### src/verilog/seq_demo_pkg.sv
package seq_demo_pkg;

    typedef logic [11:0] shift_word_t;   // Shift register contents.
    typedef logic [15:0] shift_count_t;  // Shift strobes since reset.
    typedef logic [ 7:0] hit_count_t;    // Detector hits.
    typedef logic [31:0] disp_word_t;    // Eight hex digits.
    typedef logic [ 6:0] seg_t;          // Segments a..g, active low.

    // Moore detector for overlapping 1-0-1.
    typedef enum logic [1:0] {
        S_IDLE,
        S_ONE,
        S_ONE_ZERO,
        S_HIT
    } moore_state_t;

    // Mealy detector for the same pattern, one state fewer.
    typedef enum logic [1:0] {
        M_IDLE,
        M_ONE,
        M_ONE_ZERO
    } mealy_state_t;

endpackage

### src/verilog/stage_if.sv
`timescale 1ns/10ps

// Shift stage output bundle.
interface shift_if import seq_demo_pkg::*; ();

    logic         strobe;       // One cycle, aligned with the new word.
    logic         new_bit;      // Same as word bit 0.
    shift_word_t  word;
    shift_count_t shift_count;

    modport src (
        output strobe,
        output new_bit,
        output word,
        output shift_count
    );

    modport dst (
        input strobe,
        input new_bit,
        input word,
        input shift_count
    );

endinterface

// Everything the display needs, in one bundle.
interface count_if import seq_demo_pkg::*; ();

    hit_count_t   moore_hits;
    hit_count_t   mealy_hits;
    shift_count_t shift_count;
    shift_word_t  word;

    modport src (
        output moore_hits,
        output mealy_hits,
        output shift_count,
        output word
    );

    modport dst (
        input moore_hits,
        input mealy_hits,
        input shift_count,
        input word
    );

endinterface

### src/verilog/sync_and_debounce.sv
`timescale 1ns/10ps

module sync_and_debounce #(
    parameter int W     = 1,
    parameter int DEPTH = 8
) (
    input  logic         clk,
    input  logic         i_arst_n,
    input  logic [W-1:0] i_in,
    output logic [W-1:0] o_out
);

    logic [W-1:0]     sync_q1;
    logic [W-1:0]     sync_q2;
    logic [DEPTH-1:0] stable_cnt [W];

    // Two-flop synchronizer.
    always_ff @(posedge clk or negedge i_arst_n) begin
        if (!i_arst_n) begin
            sync_q1 <= '0;
            sync_q2 <= '0;
        end else begin
            sync_q1 <= i_in;
            sync_q2 <= sync_q1;
        end
    end

    // A bit must differ from the held output for 2^DEPTH clocks
    // in a row before it is taken over.
    always_ff @(posedge clk or negedge i_arst_n) begin
        if (!i_arst_n) begin
            o_out <= '0;
            for (int i = 0; i < W; i++) begin
                stable_cnt[i] <= '0;
            end
        end else begin
            for (int i = 0; i < W; i++) begin
                if (sync_q2[i] == o_out[i]) begin
                    stable_cnt[i] <= '0;                    // Glitch, start over.
                end else if (&stable_cnt[i]) begin
                    o_out[i]      <= sync_q2[i];            // Saturated, adopt.
                    stable_cnt[i] <= '0;
                end else begin
                    stable_cnt[i] <= stable_cnt[i] + 1'b1;
                end
            end
        end
    end

endmodule

### src/verilog/strobe_gen.sv
`timescale 1ns/10ps

module strobe_gen #(
    parameter int W = 23
) (
    input  logic clk,
    input  logic i_arst_n,
    output logic o_strobe
);

    logic [W-1:0] cnt;

    always_ff @(posedge clk or negedge i_arst_n) begin
        if (!i_arst_n) begin
            cnt <= '0;
        end else begin
            cnt <= cnt + 1'b1;  // Wraps every 2^W cycles.
        end
    end

    // Pulse while the counter sits at all ones.
    assign o_strobe = &cnt;

endmodule

### src/verilog/shift_stage.sv
`timescale 1ns/10ps

module shift_stage import seq_demo_pkg::*; #(
    parameter int DEBOUNCE_DEPTH     = 8,
    parameter int SHIFT_STROBE_WIDTH = 23
) (
    input  logic        clk,
    input  logic        i_arst_n,
    input  logic        i_shift_bit,
    output shift_word_t o_led,
    shift_if.src        shift
);

    logic         bit_db;
    logic         shift_strobe;
    logic         strobe_d;
    shift_word_t  word;
    shift_count_t shift_count;

    sync_and_debounce #(
        .W     (1),
        .DEPTH (DEBOUNCE_DEPTH)
    ) u_bit_debounce (
        .clk      (clk),
        .i_arst_n (i_arst_n),
        .i_in     (i_shift_bit),
        .o_out    (bit_db)
    );

    strobe_gen #(
        .W (SHIFT_STROBE_WIDTH)
    ) u_shift_strobe (
        .clk      (clk),
        .i_arst_n (i_arst_n),
        .o_strobe (shift_strobe)
    );

    always_ff @(posedge clk or negedge i_arst_n) begin
        if (!i_arst_n) begin
            word        <= '0;
            shift_count <= '0;
            strobe_d    <= 1'b0;
        end else begin
            strobe_d <= shift_strobe;  // Lines up with the updated word.
            if (shift_strobe) begin
                word        <= {word[$bits(word)-2:0], bit_db};  // Newest bit at 0.
                shift_count <= shift_count + 1'b1;
            end
        end
    end

    assign shift.strobe      = strobe_d;
    assign shift.new_bit     = word[0];
    assign shift.word        = word;
    assign shift.shift_count = shift_count;

    assign o_led = ~word;  // LEDs are active low.

endmodule

### src/verilog/pattern_detect.sv
`timescale 1ns/10ps

module pattern_detect import seq_demo_pkg::*; (
    input  logic clk,
    input  logic i_arst_n,
    shift_if.dst shift,
    count_if.src cnt
);

    moore_state_t moore_state;
    moore_state_t moore_next;
    mealy_state_t mealy_state;
    mealy_state_t mealy_next;
    logic         moore_out;
    logic         mealy_out;
    hit_count_t   moore_hits;
    hit_count_t   mealy_hits;

    // Moore next state; after a hit the final 1 counts as a fresh start.
    always_comb begin
        case (moore_state)
            S_IDLE:     moore_next = shift.new_bit ? S_ONE : S_IDLE;
            S_ONE:      moore_next = shift.new_bit ? S_ONE : S_ONE_ZERO;
            S_ONE_ZERO: moore_next = shift.new_bit ? S_HIT : S_IDLE;
            S_HIT:      moore_next = shift.new_bit ? S_ONE : S_ONE_ZERO;
            default:    moore_next = S_IDLE;
        endcase
    end

    assign moore_out = (moore_state == S_HIT);  // Output from state only.

    // Mealy next state.
    always_comb begin
        case (mealy_state)
            M_IDLE:     mealy_next = shift.new_bit ? M_ONE : M_IDLE;
            M_ONE:      mealy_next = shift.new_bit ? M_ONE : M_ONE_ZERO;
            M_ONE_ZERO: mealy_next = shift.new_bit ? M_ONE : M_IDLE;
            default:    mealy_next = M_IDLE;
        endcase
    end

    // Hit as soon as the closing 1 arrives.
    assign mealy_out = (mealy_state == M_ONE_ZERO) && shift.new_bit;

    always_ff @(posedge clk or negedge i_arst_n) begin
        if (!i_arst_n) begin
            moore_state <= S_IDLE;
            mealy_state <= M_IDLE;
        end else if (shift.strobe) begin
            moore_state <= moore_next;
            mealy_state <= mealy_next;
        end
    end

    // Moore count trails by one strobe, it sees S_HIT a strobe later.
    always_ff @(posedge clk or negedge i_arst_n) begin
        if (!i_arst_n) begin
            moore_hits <= '0;
            mealy_hits <= '0;
        end else if (shift.strobe) begin
            if (moore_out) begin
                moore_hits <= moore_hits + 1'b1;
            end
            if (mealy_out) begin
                mealy_hits <= mealy_hits + 1'b1;
            end
        end
    end

    assign cnt.moore_hits  = moore_hits;
    assign cnt.mealy_hits  = mealy_hits;
    assign cnt.shift_count = shift.shift_count;  // Passed on for the display.
    assign cnt.word        = shift.word;

endmodule

### src/verilog/display_scan.sv
`timescale 1ns/10ps

module display_scan import seq_demo_pkg::*; #(
    parameter int DEBOUNCE_DEPTH   = 8,
    parameter int SEG_STROBE_WIDTH = 10
) (
    input  logic       clk,
    input  logic       i_arst_n,
    input  logic [7:0] i_sw,
    count_if.dst       cnt,
    output logic [7:0] o_abcdefgh,
    output logic [7:0] o_digit
);

    logic [7:0] sw_db;
    logic       seg_strobe;
    logic [2:0] digit_idx;
    disp_word_t disp_word;
    logic [3:0] nibble;
    seg_t       seg_on;

    sync_and_debounce #(
        .W     (8),
        .DEPTH (DEBOUNCE_DEPTH)
    ) u_sw_debounce (
        .clk      (clk),
        .i_arst_n (i_arst_n),
        .i_in     (i_sw),
        .o_out    (sw_db)
    );

    strobe_gen #(
        .W (SEG_STROBE_WIDTH)
    ) u_seg_strobe (
        .clk      (clk),
        .i_arst_n (i_arst_n),
        .o_strobe (seg_strobe)
    );

    // Switch 0 picks the counters or the raw shift register.
    assign disp_word = sw_db[0] ? disp_word_t'(cnt.word)
                                : {cnt.shift_count, cnt.moore_hits, cnt.mealy_hits};

    always_ff @(posedge clk or negedge i_arst_n) begin
        if (!i_arst_n) begin
            digit_idx <= '0;
        end else if (seg_strobe) begin
            digit_idx <= digit_idx + 1'b1;  // 0 up to 7, then wrap.
        end
    end

    assign nibble = disp_word[digit_idx*4 +: 4];

    // Hex decode, active high here, a in the top bit.
    always_comb begin
        case (nibble)
            4'h0:    seg_on = 7'b1111110;
            4'h1:    seg_on = 7'b0110000;
            4'h2:    seg_on = 7'b1101101;
            4'h3:    seg_on = 7'b1111001;
            4'h4:    seg_on = 7'b0110011;
            4'h5:    seg_on = 7'b1011011;
            4'h6:    seg_on = 7'b1011111;
            4'h7:    seg_on = 7'b1110000;
            4'h8:    seg_on = 7'b1111111;
            4'h9:    seg_on = 7'b1111011;
            4'ha:    seg_on = 7'b1110111;
            4'hb:    seg_on = 7'b0011111;
            4'hc:    seg_on = 7'b1001110;
            4'hd:    seg_on = 7'b0111101;
            4'he:    seg_on = 7'b1001111;
            default: seg_on = 7'b1000111;
        endcase
    end

    // Segments and dot are active low, dot k follows switch k.
    assign o_abcdefgh = {~seg_on, ~sw_db[digit_idx]};
    assign o_digit    = ~(8'b0000_0001 << digit_idx);  // One anode low.

endmodule

### src/verilog/seq_demo_top.sv
`timescale 1ns/10ps

module seq_demo_top #(
    parameter int DEBOUNCE_DEPTH     = 8,
    parameter int SHIFT_STROBE_WIDTH = 23,
    parameter int SEG_STROBE_WIDTH   = 10
) (
    input  logic        clk,
    input  logic        i_arst_n,
    input  logic        i_shift_bit,
    input  logic [ 7:0] i_sw,
    output logic [11:0] o_led,
    output logic [ 7:0] o_abcdefgh,
    output logic [ 7:0] o_digit
);

    shift_if u_shift_if ();
    count_if u_count_if ();

    // Debounce, strobe and shift.
    shift_stage #(
        .DEBOUNCE_DEPTH     (DEBOUNCE_DEPTH),
        .SHIFT_STROBE_WIDTH (SHIFT_STROBE_WIDTH)
    ) u_shift_stage (
        .clk         (clk),
        .i_arst_n    (i_arst_n),
        .i_shift_bit (i_shift_bit),
        .o_led       (o_led),
        .shift       (u_shift_if.src)
    );

    // Moore and Mealy detectors.
    pattern_detect u_pattern_detect (
        .clk      (clk),
        .i_arst_n (i_arst_n),
        .shift    (u_shift_if.dst),
        .cnt      (u_count_if.src)
    );

    // Seven-segment scan.
    display_scan #(
        .DEBOUNCE_DEPTH   (DEBOUNCE_DEPTH),
        .SEG_STROBE_WIDTH (SEG_STROBE_WIDTH)
    ) u_display_scan (
        .clk        (clk),
        .i_arst_n   (i_arst_n),
        .i_sw       (i_sw),
        .cnt        (u_count_if.dst),
        .o_abcdefgh (o_abcdefgh),
        .o_digit    (o_digit)
    );

endmodule

### config.mk
export PLATFORM = sky130hd
export DESIGN_NAME = seq_demo_top
export DESIGN_NICKNAME = d
export VERILOG_FILES = /design/src/verilog/seq_demo_pkg.sv /design/src/verilog/stage_if.sv /design/src/verilog/sync_and_debounce.sv /design/src/verilog/strobe_gen.sv /design/src/verilog/shift_stage.sv /design/src/verilog/pattern_detect.sv /design/src/verilog/display_scan.sv /design/src/verilog/seq_demo_top.sv
export SDC_FILE = /design/constraint.sdc
export NUM_CORES = 1
export LEC_CHECK = 0
export ABC_AREA = 1
export BUFFER_PORTS_ARGS = -buffer_cell sky130_fd_sc_hd__clkbuf_2
export CORE_ASPECT_RATIO = 1.25
export CORE_UTILIZATION = 25
export DETAILED_ROUTE_END_ITERATION = 10
export SYNTH_ARGS = -nofsm -noshare
export SYNTH_HDL_FRONTEND = slang
export SYNTH_SLANG_ARGS = --single-unit
### constraint.sdc
create_clock -name clk -period 5.1 [get_ports clk]
set_input_delay 0.51 -clock clk [delete_from_list [all_inputs] [get_ports clk]]
set_output_delay 0.51 -clock clk [all_outputs]
set_load 0.03 [all_outputs]
# Word-level counts from Yosys, hierarchy flattened

Memories as Yosys holds them, arrays and structs flattened.
Index checks and enable logic that the tools add are counted.

Add/subtract/negate cells: 15
$lt $le $gt $ge: 1
Equality and inequality tests: 14
Shift-type cells: 2
Muxes and demuxes: 26
Bitwise gates (word level): 13
Reduce and logical (&&, ||, !) cells: 27

Operators by type and width:

| kind                                                        | number |
|---|---|
| 2-to-1 mux 8 bit                                            | 18 |
| adder 8 x 1 -> 8 bit (second input constant)                | 11 |
| AND reduction 9 bit                                         | 9 |
| AND reduction 8 bit                                         | 9 |
| 2-to-1 mux 32 bit                                           | 1 |
| indexed part select 32 x 6 -> 4 bit                         | 1 |
| adder 23 x 1 -> 23 bit (second input constant)              | 1 |
| AND reduction 23 bit                                        | 1 |
| adder 16 x 1 -> 16 bit (second input constant)              | 1 |
| inverter 12 bit                                             | 1 |
| adder 10 x 1 -> 10 bit (second input constant)              | 1 |
| inverter 1 bit                                              | 10 |
| AND reduction 10 bit                                        | 1 |
| equality test 1 bit                                         | 9 |
| inverter 8 bit                                              | 1 |
| left shift 1 x 3 -> 8 bit (first input constant)            | 1 |
| inverter 7 bit                                              | 1 |
| equality test 2 bit (second input constant)                 | 3 |
| one-hot mux 2 bit (3 select lines)                          | 1 |
| equality test 2 x 1 -> 1 bit (second input constant)        | 2 |
| zero test 2 bit                                             | 2 |
| less-than comparator 3 x 4 -> 1 bit (second input constant) | 1 |
| 2-to-1 mux 2 bit                                            | 2 |
| one-hot mux 2 bit (2 select lines)                          | 1 |
| 6 further kinds                                             | 9 |

Register bits: 184
Memory bits (read-only): 112
Output and inout bits: 28
Memories: 1

Memory list:

| name            | words | width | rd ports | clocked after Yosys merged registers in | wr ports | RTL line           | RTL |
|---|---|---|---|---|---|---|---|
| (no name shown) | 16    | 7     | 1        | 0                                       | 0        | display_scan.sv:56 | `case (nibble)` |

# Longest topological paths before layout

An unclocked memory read counts as a cell.

Depth after elaboration: 4
Gate-level depth with buffers: 16
Depth with buffers taken out: 14

# By module

Synthesis repeated with hierarchy kept, for this count alone.

Cells, all modules: 1218
Area, all modules: 9910.8 um^2

By module, submodules not included:

| module                                            | instances | cells an instance | area each (um^2) | seq. area each (um^2) |
|---|---|---|---|---|
| sync_and_debounce at u_display_scan.u_sw_debounce | 1         | 446               | 4001.3           | 2202.1 |
| shift_stage                                       | 1         | 172               | 1391.3           | 725.7 |
| display_scan                                      | 1         | 218               | 1199.9           | 75.1 |
| pattern_detect                                    | 1         | 138               | 1176.1           | 500.5 |
| strobe_gen at u_shift_stage.u_shift_strobe        | 1         | 137               | 1167.4           | 575.6 |
| sync_and_debounce at u_shift_stage.u_bit_debounce | 1         | 55                | 514.2            | 275.3 |
| strobe_gen at u_display_scan.u_seg_strobe         | 1         | 52                | 460.4            | 250.2 |

# Worst setup path after synthesis

No wires, ideal clock.

Path type: reg-to-output
Start: register u_display_scan.u_sw_debounce.o_out[0]
End: output port o_abcdefgh[5]
Arrival: 1.975 ns
Setup slack: 2.615 ns
Stages on the path, launching flop included: 15
Cells stage by stage: dfrtp_1 buf_4 inv_4 buf_4 nand3_1 nand2_1 inv_1 nand2_1 nand2_1 nor2_1 nor2_1 ha_1 inv_1 nand2_1 a21oi_1

Word-level cells in the longest chain between the ends: 4

Ends and longest elaborated chain:

| what                                | RTL line                | RTL |
|---|---|---|
| start, declared                     | sync_and_debounce.sv:10 | `output logic [W-1:0] o_out` |
| start signal, assigned by index     | sync_and_debounce.sv:41 | `o_out[i] <= sync_q2[i];` |
| 2-to-1 mux 32 bit                   | display_scan.sv:41      | `assign disp_word = sw_db[0] ? disp_word_t'(cnt.word)` |
| indexed part select 32 x 6 -> 4 bit | display_scan.sv:52      | `assign nibble = disp_word[digit_idx*4 +: 4];` |
| memory (16 x 7 bit)                 | -                       |  |
| inverter 7 bit                      | display_scan.sv:77      | `assign o_abcdefgh = {~seg_on, ~sw_db[digit_idx]};` |
| end, declared                       | seq_demo_top.sv:13      | `output logic [ 7:0] o_abcdefgh,` |

Every way passes these cells.

# Final worst setup path

Start: register u_display_scan.digit_idx[0]
End: output port o_abcdefgh[4]

Word-level cells in the longest chain between the ends: 3

Ends and longest elaborated chain:

| what                                | RTL line           | RTL |
|---|---|---|
| start, declared                     | display_scan.sv:17 | `logic [2:0] digit_idx;` |
| start signal, assigned              | display_scan.sv:48 | `digit_idx <= digit_idx + 1'b1;` |
| indexed part select 32 x 6 -> 4 bit | display_scan.sv:52 |  |
| memory (16 x 7 bit)                 | -                  |  |
| inverter 7 bit                      | display_scan.sv:77 |  |

Every way passes these cells.

==> results by group <==
Layout
  – # fillers: 3684
  – Combined flip-flop and latch cell area: 4600 µm²
  – Antenna diode count: 0
  – Layout cells sized above 1: 9.76%
  – Final #Nets: 1059
  – Util after Layout: 29.2%
  – Area occupied by multi-input gates: 3670 µm²
  – Area growth syn-to-layout: 14.7%

Worst setup path
  – Critical setup path kind: reg2out
  – CP delay by family, top: flip-flops
  – Crit path buf inv count: 4
  – Slowest stage cell on the critical path: dfrtp_1
  – Critical Path, Cell by Cell: inv_2 -> nand3_1 -> nand2_1 -> nand2_1 -> nand3_1 -> nand2_1 -> inv_1 -> ha_1 -> inv_1 -> nand2_1 -> nand2_1 -> nand2_1 -> nand2_1 -> clkbuf_2
  – Critical path capture point type: primary output
  – Worst Setup Start Kind: flop
  – Critical path arrival: 2.90 ns
  – Data required time of the critical path: 4.59 ns
  – Slowest stage delay, CP: 0.81 ns
  – Most numerous cell on the critical path: nand2_1
  – Highest net fanout along the worst path: 20

Timing
  – Max Clock Skew: 0.0149 ns
  – Min Tclk post-route: 3.41 ns
  – Max-slew violation count: 0
  – Final Hold Slack: 0.179 ns
  – Total negative setup slack: 0 ns
  – Tcrit/Tclk final: 66.9%
  – PnR worst setup slack: 1.69 ns
  – Relative slew slack: 38.8%
  – Actual slew at the worst max-slew pin: 0.918 ns
  – Count of final setup violators: 0
  – Maximum operating frequency: 293 MHz
  – Endpoints failing hold: 0
  – RSZ-0062 raised after global routing: no

Clock tree
  – Cts repair resizes: 0
  – Number of buffers created by CTS: 17
  – Root cell of the clock tree: clkbuf_16
  – Clk Latency, worst-skew pair: 0.44 ns
  – Hold buffers post-CTS: 0
  – Clock sink count: 184
  – H-tree depth: 4
  – Number of buffers added for setup after CTS: 0
  – Number of buffers on the longest clock path: 2
  – Clock slew seen by the registers of the worst setup and hold paths: 0.06 ns
  – TritonCTS clock tree: built

Die
  – Floorplan die width: 170 µm
  – Initial core utilization: 25.4%
  – Overall die area: 36000 µm²
  – Vert. Die Dim: 212 µm
  – Core area: 34600 µm²
  – Top-level I/O count: 39
  – Standard-cell row count: 76

Detailed routing
  – Number of design rule violations left after detail routing: 0
  – Drt first pass iters: 5
  – Number of nets still failing antenna checks after routing: 0
  – Via-to-Cell Ratio: 4.21
  – Number of vias in the routed layout: 6332
  – Average routed wire per standard cell: 11.4 µm
  – Total detailed-routing wirelength: 17200 µm
  – Drt first-iter violations: 404

Flow run
  – Max-cap viol count: 0

Pwr
  – Portion of total power attributed to the clock network: 45.4%
  – Total leakage power: 4.54 nW
  – Switching pwr: 0.000672 W
  – Peak ir drop on the vdd network: 192 µV
  – Power per Cell Area: 286 nW/µm²
  – Final total power: 0.00289 W
  – Gate power share: 2.8%
  – Register share of total power: 51.9%
  – Cell-internal power: 0.00222 W
  – Switching part of the total: 23.3%

Logic synthesis
  – Mean cell area of the mapped netlist: 9.00 µm²
  – Synth Instances: 978
  – Largest cells by area after synthesis: dfrtp_1, nand2_1, nor2_1
  – Most frequent cell after synthesis: nand2_1
  – Cell taking the most area after synthesis: dfrtp_1
  – Synth Flop Type: dfrtp_1
  – Synth cell types: 39
  – Count of synthesis-stage warnings from yosys: 0
  – Number of flip-flops and latches in the synthesized netlist: 184
  – Post-synth ARST share: 100%
  – Summed instance area of the synthesized netlist: 8800 µm²
  – Count of flip-flops with a built-in enable after synthesis: 0
  – Post-synth top area share: 52.3%
  – Total nets after synthesis: 1015
  – Sequential-to-total area share from yosys stat: 52.3%
  – Most numerous cell types in the synthesized netlist: nand2_1, dfrtp_1, nor2_1, inv_1, nand3_1

Hold path
  – Kind of path behind the tightest hold check: in2async

Global route
  – Antenna violations before repair: 0
  – Number of global-route vias before repair: 6192
  – First-pass GRT wire length: 29800 µm
  – Congestion Overflow GR: 0
  – Pin count of the biggest net entering global routing: 115
  – All-Layer GR Usage: 10.3%

Status
  – Result of the run: completed

Placement
  – Detail Placement HPWL: 12700 µm
  – GP Congestion: 0.858
  – Worst Setup Slack post-DPL: 2.16 ns
  – Port Buf Inserts: 38
==> power groups by stage <==
stage / Clock [W] / Sequential, W / Combinational, W
2_1_floorplan: 0 / 0.00152 / 0.0000396
3_3_place_gp: 0 / 0.00153 / 0.0000825
3_5_place_dp: 0 / 0.00153 / 0.0000842
4_1_cts: 0.00136 / 0.00150 / 0.0000848
5_1_grt: 0.00141 / 0.00150 / 0.0000967
6_report: 0.00131 / 0.00150 / 0.0000800
==> registers in the layout, summed over array words and instances (netlist names), 10 cells and up <==
name and cells:
u_display_scan.u_seg_strobe.cnt 10, u_display_scan.u_sw_debounce.stable_cnt 64, u_shift_stage.shift.shift_count 16, u_shift_stage.shift.word 12
u_shift_stage.u_shift_strobe.cnt 23
==> metrics by stage <==
| step | cell area (µm²) | cells |
|---|---|---|
| after CTS | 10100 | 1503 |
| after global placement | 9510 | 1471 |
| after floorplan | 8800 | 978 |
| after global routing | 10100 | 1503 |
| final | 10100 | 1503 |
| after detailed placement | 9510 | 1471 |
==> layout make-up <==
type	count	area share, %
Multi-Input combinational cell	664	36.3
Clock inverter	14	1.50
Tap cell	468	5.80
Sequential cell	184	45.6
Clock buffer	18	4.35
Timing Repair Buffer	40	2.12
Inverter	115	4.30
==> worst paths after layout <==
kind                                                         startpoint                                    endpoint  slack, ns  depth (start not counted)
worst max-delay path                        u_display_scan.digit_idx[0]                               o_abcdefgh[4]       1.69                         14
worst min-delay path                                           i_arst_n  u_display_scan.u_sw_debounce.stable_cnt[4]       0.18                          1
worst max register to register      u_shift_stage.u_shift_strobe.cnt[0]          u_shift_stage.shift.shift_count[7]       2.81                          8
worst min register to register  u_display_scan.u_sw_debounce.sync_q1[4]     u_display_scan.u_sw_debounce.sync_q2[4]       0.35                          0
max in group asynchronous                                      i_arst_n          u_shift_stage.shift.shift_count[6]       3.86                          2
min in group clk                                            i_shift_bit        u_shift_stage.u_bit_debounce.sync_q1       0.18                          1
==> worst reg2reg max path: cells and delay by family (launching register included) <==
| family | cells | cell delay (ns) |
|---|---|---|
| flops | 1 | 0.37 |
| compound gates | 1 | 0.13 |
| simple gates | 5 | 1.02 |
| buf+inv | 1 | 0.44 |
| fa+ha+maj | 1 | 0.21 |
==> metal layers <==
layer,vias up,GRT usage (%),part of all wire (%)
met5,-,0,0
met4,0,3.14,1.4
met3,19,2.04,3.4
met2,85,16.9,47
met1,3006,13.5,48
li1,3222,-,-
==> cell usage in the layout (no fill, tap or decap), drive strengths merged, types with 34 or more instances in the layout <==
cell type  instances
a21oi             34
clkbuf            56
dfrtp            184
inv              124
nand2            206
nand3             67
nor2             117
o21ai             43
xnor2             46
xor2              39
==> cells by family after synthesis <==
kind of cell	Yosys count	synth area share, %
adders and majority gates	26	3.70
DFF	184	52.3
buffers and inverters	130	6.03
and+or+nand+nor	460	23.6
AOI/OAI and AO/OA	90	5.52
muxes	3	0.384
xor gates and xnor gates	85	8.46
Power figures use the tool's default switching activity.
